--- config.mk ---
export PLATFORM = sky130hd
export DESIGN_NAME = core
export DESIGN_NICKNAME = d
export VERILOG_FILES = /design/src/chip_pkg.sv /design/src/core.sv
export SDC_FILE = /design/constraint.sdc
export NUM_CORES = 1
export LEC_CHECK = 0
export BUFFER_PORTS_ARGS = -buffer_cell sky130_fd_sc_hd__buf_2
export CAP_MARGIN = 10
export CORE_ASPECT_RATIO = 0.6
export CORE_UTILIZATION = 50
export CTS_CLUSTER_SIZE = 40
export DETAILED_ROUTE_END_ITERATION = 10
export GPL_TIMING_DRIVEN = 0
export MAX_ROUTING_LAYER = met4
export PLACE_DENSITY = 0.77
export SETUP_SLACK_MARGIN = 0.15
export SLEW_MARGIN = 5
export SYNTH_ARGS = -nofsm -noshare
export SYNTH_HDL_FRONTEND = slang
export SYNTH_SLANG_ARGS = --single-unit
--- constraint.sdc ---
create_clock -name clk -period 3.1 [get_ports clk]
set_input_delay 0.155 -clock clk [delete_from_list [all_inputs] [get_ports clk]]
set_output_delay 0.155 -clock clk [all_outputs]
set_load 0.01 [all_outputs]
--- src/chip_pkg.sv ---
`default_nettype none

package chip_pkg;

	// --------------------------------------------------
	// sizes and timing
	// --------------------------------------------------
	localparam int CLKS_PER_BIT = 8; // one fixed bit rate
	localparam int IMEM_DEPTH = 256;
	localparam int DMEM_DEPTH = 256;

	typedef logic [$clog2(CLKS_PER_BIT)-1:0] bit_cnt_t;
	typedef logic [15:0] word_t;
	typedef logic [7:0] addr_t;

	// --------------------------------------------------
	// instruction set
	// --------------------------------------------------
	// codes not listed here execute as a no-op
	typedef enum logic [3:0] {
		OP_LDI  = 4'h1,
		OP_ADD  = 4'h2,
		OP_SUB  = 4'h3,
		OP_AND  = 4'h4,
		OP_XOR  = 4'h5,
		OP_LD   = 4'h6,
		OP_ST   = 4'h7,
		OP_OUT  = 4'h8,
		OP_JNZ  = 4'h9,
		OP_HALT = 4'hf
	} opcode_t;

	typedef struct packed {
		opcode_t opcode;
		logic [11:0] operand; // addresses use the low 8 bits
	} instr_t;

	typedef struct packed {
		addr_t addr;
		word_t data;
	} mem_wr_t;

	typedef enum logic [2:0] {
		L_COUNT,
		L_HIGH,
		L_LOW,
		L_WRITE,
		L_SUM,
		L_DONE
	} loader_state_t;

	typedef enum logic [2:0] {
		C_FETCH,
		C_EXEC,
		C_LOAD,
		C_OUT,
		C_HALT
	} core_state_t;

endpackage

`default_nettype wire

--- src/core.sv ---
`default_nettype none

module core import chip_pkg::*; (
	input logic clk,
	input logic rst_n,
	input logic run,
	input logic tx_busy,
	input word_t imem_rd_data,
	input word_t dmem_rd_data,
	output addr_t imem_rd_addr,
	output addr_t dmem_rd_addr,
	output mem_wr_t dmem_wr,
	output logic dmem_wr_valid,
	output logic [7:0] tx_data,
	output logic tx_valid,
	output logic halted
);

	core_state_t state;
	addr_t pc;
	word_t acc;
	instr_t instr;
	word_t operand;

	// the word at pc is on imem_rd_data by the time we reach C_EXEC
	assign instr = instr_t'(imem_rd_data);
	assign operand = word_t'(instr.operand); // zero extended
	assign imem_rd_addr = pc;

	// --------------------------------------------------
	// data memory and byte output
	// --------------------------------------------------
	assign dmem_rd_addr = instr.operand[7:0];
	assign dmem_wr = '{addr: instr.operand[7:0], data: acc};
	assign dmem_wr_valid = state == C_EXEC && instr.opcode == OP_ST;
	assign tx_data = acc[7:0];
	assign tx_valid = state == C_OUT && !tx_busy; // waits out a busy transmitter
	assign halted = state == C_HALT;

	// --------------------------------------------------
	// sequencer
	// --------------------------------------------------
	always_ff @(posedge clk) begin
		if (!rst_n) begin
			state <= C_FETCH;
			pc <= '0;
			acc <= '0;
		end else begin
			case (state)
				C_FETCH: if (run) state <= C_EXEC;
				C_EXEC: begin
					pc <= pc + 1'b1; // wraps past 255 back to 0
					state <= C_FETCH;
					case (instr.opcode)
						OP_LDI: acc <= operand;
						OP_ADD: acc <= acc + operand;
						OP_SUB: acc <= acc - operand;
						OP_AND: acc <= acc & operand;
						OP_XOR: acc <= acc ^ operand;
						OP_LD: state <= C_LOAD;
						OP_OUT: state <= C_OUT;
						OP_JNZ: begin
							if (acc != '0) begin
								pc <= instr.operand[7:0];
							end
						end
						OP_HALT: state <= C_HALT;
						default: ; // ST is handled by dmem_wr_valid
					endcase
				end
				C_LOAD: begin
					acc <= dmem_rd_data;
					state <= C_FETCH;
				end
				C_OUT: if (!tx_busy) state <= C_FETCH; // byte accepted this cycle
				default: ; // stays halted until reset
			endcase
		end
	end

endmodule

`default_nettype wire

=== Word-level counts from Yosys, hierarchy flattened ===
Cells that the tools add are included.

* Input port bits: 36
* Flip-flop bits (word level): 27
* Logic and storage cells: 42

* Multiplexer cells: 8
* Equal/unequal tests: 17
* $add $sub $neg: 3
* Bitwise logic cells: 2
* Reduce and logical (&&, ||, !) cells: 9

{| class="wikitable"
|+ Operators with widths
! cell !! count
|-
| case mux 16 bit (5 select lines) || 1
|-
| case mux 16 bit (2 select lines) || 1
|-
| adder 16 x 12 -> 16 bit || 1
|-
| bitwise AND 16 x 12 -> 16 bit || 1
|-
| equality test 4 x 3 -> 1 bit (second input constant) || 4
|-
| 2-to-1 mux 8 bit || 2
|-
| nonzero test 16 bit || 1
|-
| subtractor 16 x 12 -> 16 bit || 1
|-
| XOR 16 x 12 -> 16 bit || 1
|-
| equality test 4 bit (second input constant) || 3
|-
| case mux 3 bit (4 select lines) || 1
|-
| case mux 3 bit (3 select lines) || 1
|-
| adder 8 x 1 -> 8 bit (second input constant) || 1
|-
| equality test 4 x 2 -> 1 bit (second input constant) || 2
|-
| equality test 3 x 2 -> 1 bit (second input constant) || 2
|-
| 2-to-1 mux 3 bit || 2
|-
| inequality test 6 x 1 -> 1 bit (second input constant) || 1
|-
| equality test 4 x 1 -> 1 bit (second input constant) || 1
|-
| inequality test 2 bit (second input constant) || 2
|-
| nonzero test 4 bit || 1
|-
| equality test 3 x 1 -> 1 bit (second input constant) || 1
|-
| equality test 3 bit (second input constant) || 1
|-
| zero test 3 bit || 1
|-
| AND reduction 3 bit || 1
|-
| 4 further kinds || 5
|}

=== Depth between registers and ports, before layout ===
Gate-level depths: netlist (run 1).

* Depth in word-level cells: 3
* Gate-level depth with buffers: 14

=== Worst setup path after synthesis (run 1) ===
OpenSTA, ideal clock, no wires.

* Path type: input to register
* From: in imem_rd_data[13]
* To: reg acc[12]
* Path buffers: 1
* Setup slack: 274 ps
* Cell stages on the path: 13
* Arrival: 2695 ps
* Path through: buf_2 and2b_1 and2b_4 nand2_2 mux2i_1 fa_1 a211oi_1 o21ai_0 a2111oi_0 nor2_1 xor2_1 a31oi_1 a21oi_1

* Word-level cells in the longest chain between the ends: 3
* Elaborated cells on any way between the ends: 9

{| class="wikitable"
|+ RTL lines
! item !! line !! text
|-
| start: declaration || core.sv:8 || <nowiki>input word_t imem_rd_data,</nowiki>
|-
| equality test 4 x 3 -> 1 bit, or another cell as far along || core.sv:54 || <nowiki>case (instr.opcode)</nowiki>
|-
| case mux 16 bit (5 select lines) / inequality test 6 x 1 -> 1 bit (equally long branches) || -- ||
|-
| case mux 16 bit (2 select lines) / AND reduction 2 bit (equally long branches) || -- ||
|-
| end signal: assignment || core.sv:55 || <nowiki>OP_LDI: acc <= operand;</nowiki>
|-
| end signal: assignment || core.sv:56 || <nowiki>OP_ADD: acc <= acc + operand;</nowiki>
|-
| end signal: assignment || core.sv:57 || <nowiki>OP_SUB: acc <= acc - operand;</nowiki>
|-
| end: declaration || core.sv:21 || <nowiki>word_t acc;</nowiki>
|}

Parallel ways exist; a longest one is shown, timed or not.
A chain may end at the register's enable or synchronous reset.

=== Final worst setup path (run 1) ===
* From: in imem_rd_data[13]
* To: reg acc[11]

Same word-level chain as after synthesis.

==> results by group, run 1 <==
Pwr
  • Total power draw: 0.00114 W
  • Int Power: 0.000687 W
  • Switching pwr: 0.000449 W
  • Pwr dens: 295 nW/um2
  • Seq pwr share: 34.9%
  • Combinational Power Share: 45.3%
  • VDD IR-drop max: 0.000178 V
  • Switching portion of total power: 39.5%
  • Leakage: 1.82 nW
  • Clock network fraction of design power: 19.8%

STA
  • Crit path time final: 2.90 ns
  • Slew Limit Headroom: 56.6%
  • Clock skew: 0.00460 ns
  • Worst-margin pin slew: 0.651 ns
  • RSZ-0062 raised after global routing: no
  • Final setup fails: 0
  • Setup TNS: 0 ns
  • Final hold vios: 0
  • Max-slew violations: 0
  • Period utilization: 93.6%
  • F_max: 345 MHz

Synth
  • Post-synth top area share: 17.2%
  • Synth Net Count: 472
  • Syn Inst Count: 406
  • Flops & latches, synth: 27
  • Syn_area_per_cell: 7.73 um2
  • Post-synthesis async set-or-reset flop share: 0%
  • Top-count cell post-synth: o21ai_0
  • Top post-synthesis cells by count: 37 x o21ai_0, 34 x nand2_1, 29 x ha_1, 27 x dfxtp_1
  • EDFF count, synth: 0
  • Ranking of synthesized cells by area: dfxtp_1 17%, ha_1 12%, o21ai_0 5.9%
  • Yosys warnings: 0
  • Top_reg_cell synth: dfxtp_1
  • Cell variety after synth: 69
  • Seq/Total Area, Yosys: 17.2%
  • Netlist Area Pre-Place: 3140 um2
  • Post-synth top area cell: dfxtp_1

Floorplan
  • Die Y: 63.4 um
  • Row cnt: 21
  • Die area: 6610 um2
  • Starting Density: 54.0%
  • Die Wd: 104 um
  • I/O pins: 87
  • Core ar.: 5810 um2

Finish
  • Design Area, Final: 3860 um2
  • Antenna Cells: 0
  • Fill cell count: 540
  • # nets final: 566
  • Area Overhead vs Synth: 22.9%
  • Share of cells above drive strength 1: 33.3%
  • Util after Layout: 66.4%

Worst setup path
  • Buffers plus inverters on the worst setup path: 2
  • CP max stage cell: o311ai_4
  • Reg2reg end: acc[8]$_SDFFE_PN0P_
  • Crit path DAT: 3.08 ns
  • R2r worst-path depth: 11
  • Critical Path Max Stage Delay: 0.38 ns
  • Worst-path fanout max: 10
  • Data required, critical path: 3.28 ns
  • R2R setup slack: 0.50 ns
  • Critical-path cell list: buf_2 -> clkbuf_4 -> and2b_1 -> and2b_4 -> nand2_4 -> mux2i_4 -> ha_1 -> nor2b_1 -> o31a_1 -> o311ai_4 -> a31oi_4 -> xor2_1 -> a221oi_2 -> nor3_1
  • Family with the most delay on the worst path: compound AO/OA/AOI/OAI gates
  • Setup CP Type: in2reg
  • Launching point of the worst reg2reg path: acc[0]$_SDFFE_PN0P_
  • Worst setup EP type: flip-flop
  • Type of origin of the critical path: primary input

Clock tree
  • TritonCTS clock tree: built
  • H-tree depth: 1
  • CTS max path bufs: 2
  • Root buffer cell: clkbuf_8
  • Clock Latency Late Sink: 0.29 ns
  • Clock sinks: 27
  • Number of buffers created by CTS: 3
  • Reg clk slew, reported paths: 0.10 ns
  • Cts hold-fix bufs: 0

Placed design
  • DP Wirelength: 7540 um
  • Placer Congestion: 0.952
  • PortBufs: 85
  • DP Area: 3660 um2

Routing
  • Residual DRC count: 0
  • Drt first-iter violations: 273
  • Antenna Violating Nets Remaining: 0
  • DR WL/cell: 17.3 um
  • Final WL: 10,000 um
  • Via density: 5.97
  • Via Count: 3,454
  • DR pass1 iterations: 5

Hold path
  • Hold Path Class: in2reg
  • WHS Path Cells: 3
  • Hold Crit Start: dmem_rd_data[3]
  • Hold Path Sink: acc[3]$_SDFFE_PN0P_

Global routing
  • GRT Overall Usage: 31.4%
  • Largest net degree at the start of global routing: 15
  • Vias in the first global route: 3,118
  • Initial antenna violation count: 0
  • GRT overflow: 0
  • First-pass GRT wire length: 15,900 um

Run
  • Max_cap viols: 0

Outcome
  • Status: finished, final reports clean
## cell type report
| cell class | instances | area, um2 | share of cell area [%] |
|---|---|---|---|
| timing repair buffer | 89 | 455 | 11.8 |
| tap | 80 | 100 | 2.60 |
| buffer | 47 | 302 | 7.82 |
| inverter | 9 | 33.8 | 0.876 |
| multi-input combinational | 323 | 2380 | 61.7 |
| clock buffer | 4 | 45.0 | 1.17 |
| sequential | 27 | 541 | 14.0 |
## tightest hold or removal path: stages
cell and delay (ns):
buf_2 0.09, nand2_1 0.05, a21boi_1 0.05
## logic make-up after synthesis
kind of cell / after synthesis / share of synthesized area, %
AND/OR/NAND/NOR: 135 / 23.5
AO/OA/AOI/OAI: 133 / 29.3
buffers and inverters: 56 / 10.6
adder cells (fa/ha/maj): 30 / 12.2
flip-flops: 27 / 17.2
XOR/XNOR: 20 / 5.58
multiplexers: 5 / 1.59
## power by group through the flow
stage | Clock [W] | Combinational [W] | Sequential (W)
after floorplan | 0 | 0.000310 | 0.000404
after global placement | 0 | 0.000455 | 0.000403
after detailed placement | 0 | 0.000461 | 0.000403
after CTS | 0.000225 | 0.000470 | 0.000395
after global routing | 0.000238 | 0.000563 | 0.000400
final | 0.000225 | 0.000515 | 0.000396
## repair_timing
action,in CTS,in global routing
resized for setup,6,26
pin swaps,0,10
setup endpoints to repair,6,10
buffers inserted,0,4
cloned,0,0
endpoints found under the hold margin,0,0
## flip-flops by register name, summed over array words and instances (netlist names)
name          flops
state             3
imem_rd_addr      8
acc              16
## how the worst max path moves through the flow
stage	startpoint	to	slack, ns	cells past startpoint
floorplan	imem_rd_data[13]	acc[12]$_SDFFE_PN0P_	0.27	13
global placement	imem_rd_data[4]	acc[11]$_SDFFE_PN0P_	-0.35	14
detailed placement	imem_rd_data[13]	acc[12]$_SDFFE_PN0P_	-0.36	14
CTS	imem_rd_data[4]	acc[11]$_SDFFE_PN0P_	0.11	14
global route	imem_rd_data[13]	acc[11]$_SDFFE_PN0P_	0.13	14
finish	imem_rd_data[13]	acc[11]$_SDFFE_PN0P_	0.20	14
## placed cells by master (no fill, tap or decap), types with 6 or more instances in the layout
cell type,synthesis,final
buf_2,11,95
xor2_1,11,11
a22oi_1,7,7
inv_1,9,9
clkbuf_1,9,10
nor3_1,19,17
ha_1,29,26
a21oi_1,24,24
buf_4,24,28
nand3_1,10,9
dfxtp_1,27,27
nor2_1,20,19
o21ai_0,37,33
nand2_1,34,33
xnor2_1,9,9
nor2b_1,8,8
o211ai_1,7,7
and2_1,7,6
## metrics by stage
step | hold WS [ns] | worst slack, ns | std cells
5_1_grt | 0.107 | 0.135 | 579
3_3_place_gp | 0.399 | -0.351 | 571
2_1_floorplan | 0.290 | 0.274 | 406
4_1_cts | 0.0888 | 0.113 | 575
6_report | 0.0891 | 0.198 | 579
3_5_place_dp | 0.401 | -0.365 | 571
## layer usage
layer | vias up | track usage, % | routed length [um]
met5 | - | - | 0
li1 | 1684 | - | -
met2 | 184 | 43.0 | 4060
met4 | 0 | 7.14 | 77
met3 | 14 | 5.49 | 1070
met1 | 1572 | 46.9 | 4810
Power figures use the tool's default switching activity.
==> run 2: changes to the inputs <==
==> constraint.sdc (replaced) <==
create_clock -name clk -period 3.1 [get_ports clk]
set_input_delay 0.93 -clock clk [delete_from_list [all_inputs] [get_ports clk]]
set_output_delay 0.93 -clock clk [all_outputs]
set_load 0.01 [all_outputs]
==> results by group, run 2 (synthesis results as in run 1) <==
Outcome
  • Status: complete, but fails checks
  • Failing checks: negative setup slack

Worst setup path
  • Setup CP Type: in2reg
  • Reg2reg end: acc[12]$_SDFFE_PN0P_
  • Family with the most delay on the worst path: compound AO/OA/AOI/OAI gates
  • Crit path DAT: 3.65 ns (+0.57 ns)
  • Worst-path fanout max: 5 (-5)
  • Type of origin of the critical path: primary input
  • Data required, critical path: 3.29 ns (about the same)
  • R2r worst-path depth: 11 (unchanged)
  • Critical Path Max Stage Delay: 0.33 ns (-0.05 ns)
  • CP max stage cell: ha_1
  • Launching point of the worst reg2reg path: acc[0]$_SDFFE_PN0P_
  • Critical-path cell list: buf_2 -> buf_6 -> and2b_4 -> and2_4 -> nor2_4 -> xnor2_2 -> ha_1 -> o21a_1 -> o31a_1 -> buf_4 -> o311ai_4 -> nand2_2 -> a311oi_2 -> xnor2_1 -> o21ai_1
  • Buffers plus inverters on the worst setup path: 3 (+1)
  • Worst setup EP type: flip-flop
  • R2R setup slack: 0.51 ns (about the same)

Placed design
  • DP Area: 3790 um2 (+3.4%)
  • Placer Congestion: 1.01 (+5.6%)
  • DP Wirelength: 7740 um (+2.5%)
  • PortBufs: 85 (unchanged)
  • Worst slack at placement: -0.846 ns (-0.482 ns)

STA
  • Clock skew: 0.00364 ns (-0.000960 ns)
  • Hold_ws: 0.554 ns (+0.465 ns)
  • Max-slew violations: 0 (unchanged)
  • Final setup fails: 11 (+11)
  • Final WS setup: -0.360 ns (-0.558 ns)
  • Setup TNS: -3.04 ns (-3.04 ns)
  • Worst-margin pin slew: 0.712 ns (+0.0613 ns)
  • Final hold vios: 0 (unchanged)
  • Period utilization: 112% (+18 points)
  • Crit path time final: 3.46 ns (+0.558 ns)
  • RSZ-0062 raised after global routing: yes
  • F_max: 289 MHz (-16%)
  • Slew Limit Headroom: 52.5% (-4.1 points)

Pwr
  • Leakage: 2.07 nW (+14%)
  • Pwr dens: 286 nW/um2 (-2.9%)
  • VDD IR-drop max: 0.000211 V (+19%)

Finish
  • Area Overhead vs Synth: 40.0%
  • Largest register FFs: 16 (unchanged)
  • Util after Layout: 75.7% (+9.3 points)
  • # nets final: 601 (+6.2%)
  • Commonest non-fill, non-tap cell in the layout: buf_2
  • Register with the most flip-flops: acc
  • Antenna Cells: 0 (unchanged)
  • Share of cells above drive strength 1: 42.1% (+8.9 points)
  • Commonest cells after routing, fill and taps aside: 87 x buf_2, 61 x buf_4, 31 x nand2_1, 29 x o21ai_0
  • Design Area, Final: 4390 um2 (+14%)

Global routing
  • Met1 GRT Util: 47.2% (+0.35 points)
  • Largest net degree at the start of global routing: 15 (unchanged)
  • Met2 Track Usage GR: 47.7% (+4.6 points)
  • GR Util met3: 6.63% (+1.1 points)
  • GRT overflow: 0 (unchanged)
  • First-pass GRT wire length: 17,000 um (+6.9%)
  • Most crowded layer after global routing: met2
  • Initial antenna violation count: 0 (unchanged)
  • Vias in the first global route: 3,267 (+4.8%)
  • GRT Overall Usage: 33.6% (+2.2 points)

Routing
  • Via Count: 3,835 (+11%)
  • Residual DRC count: 0 (unchanged)
  • Antenna Violating Nets Remaining: 0 (unchanged)
  • Drt first-iter violations: 418 (+53%)
  • DR pass1 iterations: 6 (+1)
  • Via density: 6.25 (+4.7%)
  • DR WL/cell: 18.7 um (+7.9%)
  • Final WL: 11,500 um (+14%)

Hold path
  • Hold Path Class: reg2reg
  • Hold Path Sink: imem_rd_addr[1]$_SDFFE_PN0N_
  • WHS Path Cells: 1 (-2)
  • Hold Crit Start: imem_rd_addr[1]$_SDFFE_PN0N_

Clock tree
  • Number of buffers created by CTS: 3 (unchanged)
  • Root buffer cell: clkbuf_8
  • Cts hold-fix bufs: 0 (unchanged)
  • Clock Latency Late Sink: 0.29 ns (about the same)
  • TritonCTS clock tree: built
  • H-tree depth: 1 (unchanged)
  • Reg clk slew, reported paths: 0.10 ns (about the same)
  • CTS max path bufs: 2 (unchanged)
  • Clock sinks: 27 (unchanged)

Floorplan
  • Starting Density: 54.0% (unchanged)
  • I/O pins: 87 (unchanged)
  • Row cnt: 21 (unchanged)
  • Die Y: 63.4 um (unchanged)
  • Die area: 6610 um2 (unchanged)
  • Core ar.: 5810 um2 (unchanged)
  • Die Wd: 104 um (unchanged)

Run
  • Max_cap viols: 0 (unchanged)
[run 2: metal layers]
metal | share of wire [%] | up-vias
met3 | 12 | 38
met1 | 43 | 1777
met4 | 2.5 | 0
li1 | - | 1752
met2 | 42 | 268
met5 | 0 | -
[run 2: worst max-delay path by stage]
stage	startpoint	end	slack, ns	depth (start not counted)
6_report	imem_rd_data[14]	acc[15]$_SDFFE_PN0P_	-0.36	15
5_1_grt	imem_rd_data[2]	acc[15]$_SDFFE_PN0P_	-0.45	15
4_1_cts	imem_rd_data[13]	acc[11]$_SDFFE_PN0P_	-0.27	14
3_5_place_dp	imem_rd_data[4]	acc[11]$_SDFFE_PN0P_	-0.85	14
3_3_place_gp	imem_rd_data[4]	acc[11]$_SDFFE_PN0P_	-0.77	14
2_1_floorplan	imem_rd_data[13]	acc[11]$_SDFFE_PN0P_	-0.27	13
[run 2: layout make-up]
cell class	instances	area, um2
buffer	47	315
clock buffer	4	45.0
fill	410	1410
inverter	9	38.8
multi-input combinational	323	2570
sequential	27	541
tap	80	100
timing repair buffer	124	786
[run 2: worst reg2reg max path, cell delays in order (launching register included)]
cell,delay (ns)
dfxtp_1,0.38
inv_1,0.10
ha_1,0.24
inv_1,0.09
fa_2,0.42
a211oi_4,0.28
o21ai_4,0.13
a2111oi_4,0.38
nor2_2,0.07
xor2_1,0.20
a31oi_1,0.11
a21oi_1,0.14
[run 2: per-stage QoR]
| stage | std cells | power, W |
|---|---|---|
| after floorplan | 406 | 0.000740 |
| after global placement | 571 | 0.000885 |
| after detailed placement | 571 | 0.000897 |
| after CTS | 596 | 0.00117 |
| after global routing | 614 | 0.00132 |
| final | 614 | 0.00126 |
[run 2: report_power, final]
part           switching, W  leakage [nW]  total (W)  internal, W
Clock              0.000129        0.0228   0.000222    0.0000929
Sequential        0.0000306         0.220   0.000398     0.000367
Combinational      0.000340          1.82   0.000638     0.000297
Total              0.000500          2.07    0.00126     0.000757
[run 2: timing repair]
action / CTS / global route
pin swaps: 22 / 45
endpoints found under the hold margin: 0 / 0
buffers inserted: 21 / 18
gates resized for setup: 21 / 47
setup endpoints to repair: 13 / 15
==> run 3: changes to the inputs <==
--- a/config.mk
+++ b/config.mk
@@ -7,13 +7,16 @@
 export LEC_CHECK = 0
 export BUFFER_PORTS_ARGS = -buffer_cell sky130_fd_sc_hd__buf_2
 export CAP_MARGIN = 10
+export CELL_PAD_IN_SITES_DETAIL_PLACEMENT = 0
+export CELL_PAD_IN_SITES_GLOBAL_PLACEMENT = 1
 export CORE_ASPECT_RATIO = 0.6
-export CORE_UTILIZATION = 50
+export CORE_UTILIZATION = 39
 export CTS_CLUSTER_SIZE = 40
 export DETAILED_ROUTE_END_ITERATION = 10
 export GPL_TIMING_DRIVEN = 0
+export HOLD_SLACK_MARGIN = 0.05
 export MAX_ROUTING_LAYER = met4
-export PLACE_DENSITY = 0.77
+export PLACE_DENSITY_LB_ADDON = 0.1
 export SETUP_SLACK_MARGIN = 0.15
 export SLEW_MARGIN = 5
 export SYNTH_ARGS = -nofsm -noshare
==> results by group, run 3 (synthesis results as in run 1) <==
Outcome
  • Status: complete, but fails checks
  • Failing checks: negative setup slack

Floorplan
  • I/O pins: 87 (unchanged)
  • Core ar.: 7510 um2 (+29%)
  • Die area: 8420 um2 (+27%)
  • Die Y: 71.5 um (+13%)
  • Row cnt: 24 (+14%)
  • Starting Density: 41.8% (-12 points)
  • Die Wd: 118 um (+13%)

Global routing
  • Vias in the first global route: 3,227 (-1.2%)
  • GRT overflow: 0 (unchanged)
  • Initial antenna violation count: 0 (unchanged)
  • First-pass GRT wire length: 17,400 um (+2.4%)
  • Largest net degree at the start of global routing: 15 (unchanged)
  • GRT Overall Usage: 27.6% (-6.0 points)

Finish
  • Antenna Cells: 0 (unchanged)
  • Commonest cells after routing, fill and taps aside: 86 x buf_2, 66 x buf_4, 32 x nand2_1, 28 x o21ai_0, 27 x dfxtp_1
  • Fill cell count: 696 (+70%)
  • # nets final: 608 (+1.2%)
  • Commonest non-fill, non-tap cell in the layout: buf_2
  • Final Non-Filler Cells: 645 (+5.0%)
  • Share of cells above drive strength 1: 43.4% (+1.3 points)
  • Register with the most flip-flops: acc
  • Area Overhead vs Synth: 44.3%
  • Largest register FFs: 16 (unchanged)

STA
  • Hold_ws: 0.557 ns (+0.00287 ns)
  • Worst-margin pin slew: 0.774 ns (+0.0620 ns)
  • F_max: 288 MHz (-0.45%)
  • Final WS setup: -0.375 ns (-0.0157 ns)
  • Crit path time final: 3.48 ns (+0.0157 ns)
  • Clock skew: 0.00690 ns (+0.00326 ns)
  • Final hold vios: 0 (unchanged)
  • Period utilization: 112% (+0.51 points)
  • Slew Limit Headroom: 48.3% (-4.2 points)
  • Final setup fails: 12 (+1)
  • Max-slew violations: 0 (unchanged)
  • RSZ-0062 raised after global routing: yes

Worst setup path
  • Crit path DAT: 3.63 ns (-0.02 ns)
  • Worst setup EP type: flip-flop
  • Data required, critical path: 3.26 ns (-0.03 ns)
  • Setup CP Type: in2reg
  • Type of origin of the critical path: primary input
  • Worst-path fanout max: 4 (-1)

Clock tree
  • H-tree depth: 1 (unchanged)
  • Clock Latency Late Sink: 0.27 ns (-0.02 ns)
  • Number of buffers created by CTS: 3 (unchanged)
  • TritonCTS clock tree: built
  • Root buffer cell: clkbuf_16
  • Cts hold-fix bufs: 0 (unchanged)
  • Clock sinks: 27 (unchanged)
  • CTS max path bufs: 2 (unchanged)
  • Reg clk slew, reported paths: 0.08 ns (-0.02 ns)

Routing
  • Metal-1 WL: 5740 um (+16%)
  • Antenna Violating Nets Remaining: 0 (unchanged)
  • Residual DRC count: 0 (unchanged)
  • DR WL met2: 4910 um (+0.86%)
  • Met3 Routed Length: 1010 um (-27%)
  • Via density: 5.64 (-9.7%)
  • Via Count: 3,638 (-5.1%)
  • DR pass1 iterations: 6 (unchanged)
  • Drt first-iter violations: 294 (-30%)
  • Final WL: 11,700 um (+2.0%)
  • DR WL/cell: 18.1 um (-2.9%)
  • Uppermost layer routed: met4

Run
  • Max_cap viols: 0 (unchanged)

Placed design
  • DP Wirelength: 8230 um (+6.3%)
  • Post-Place Cells: 595 (+4.2%)
  • PortBufs: 85 (unchanged)
  • Placer Congestion: 0.923 (-8.2%)

Pwr
  • Pwr dens: 306 nW/um2 (+7.0%)
  • VDD IR-drop max: 0.000256 V (+21%)
  • Leakage: 2.11 nW (+2.3%)

Hold path
  • Hold Path Class: reg2reg
-- run 3: layout make-up --
| type | count | area (um2) | share of cell area, % |
|---|---|---|---|
| Tap cell | 104 | 130 | 2.87 |
| Clock buffer | 4 | 78.8 | 1.74 |
| Timing Repair Buffer | 131 | 832 | 18.4 |
| Multi-Input combinational cell | 323 | 2590 | 57.3 |
| Buffer | 47 | 315 | 6.96 |
| Inverter | 9 | 38.8 | 0.857 |
| Sequential cell | 27 | 541 | 11.9 |
-- run 3: power breakdown --
| group | leakage (nW) | internal [W] | switching (W) | total, W |
|---|---|---|---|---|
| Clock | 0.0382 | 0.000177 | 0.000141 | 0.000318 |
| Sequential | 0.220 | 0.000367 | 0.0000319 | 0.000399 |
| Combinational | 1.85 | 0.000319 | 0.000351 | 0.000670 |
| Total | 2.11 | 0.000863 | 0.000524 | 0.00139 |
-- run 3: layer usage --
| layer | GRT usage (%) | vias to the layer above |
|---|---|---|
| met3 | 6.85 | 6 |
| met5 | - | - |
| li1 | - | 1767 |
| met2 | 38.9 | 156 |
| met1 | 40.2 | 1709 |
| met4 | 2.85 | 0 |
-- run 3: metrics by stage --
| step | setup TNS, ns | area (um2) | total power [W] | setup WS, ns | util (%) |
|---|---|---|---|---|---|
| after floorplan | -1.81 | 3260 | 0.000740 | -0.271 | - |
| after global placement | -7.73 | 3820 | 0.000894 | -0.810 | 50.9 |
| after detailed placement | -8.03 | 3820 | 0.000902 | -0.863 | 50.9 |
| after CTS | -2.44 | 4220 | 0.00129 | -0.328 | 56.2 |
| after global routing | -4.61 | 4530 | 0.00146 | -0.464 | 60.3 |
| final | -3.47 | 4530 | 0.00139 | -0.375 | 60.3 |
-- run 3: path summary, 6_finish.rpt --
check                                from                           end  slack [ns]  cells past startpoint
max                      imem_rd_data[13]          acc[11]$_SDFFE_PN0P_       -0.38                     16
min          imem_rd_addr[2]$_SDFFE_PN0N_  imem_rd_addr[2]$_SDFFE_PN0N_        0.56                      2
max reg2reg           acc[0]$_SDFFE_PN0P_          acc[12]$_SDFFE_PN0P_        0.56                     11
min reg2reg  imem_rd_addr[2]$_SDFFE_PN0N_  imem_rd_addr[2]$_SDFFE_PN0N_        0.56                      2
-- run 3: critical path: stages --
cell	delay [ns]
buf_8	0.10
buf_8	0.10
and2b_1	0.16
and2b_4	0.20
and2_4	0.16
nor2_4	0.08
xnor2_1	0.13
ha_1	0.31
o21a_1	0.21
o31a_1	0.14
buf_4	0.16
o311ai_4	0.30
a31oi_4	0.16
xor2_1	0.18
a221oi_2	0.24
nor3_1	0.07
-- run 3: what timing repair did --
action,in CTS,in global routing
buffers inserted,25,21
pin swaps,37,36
resized for setup,33,38
endpoints found under the setup margin,14,15
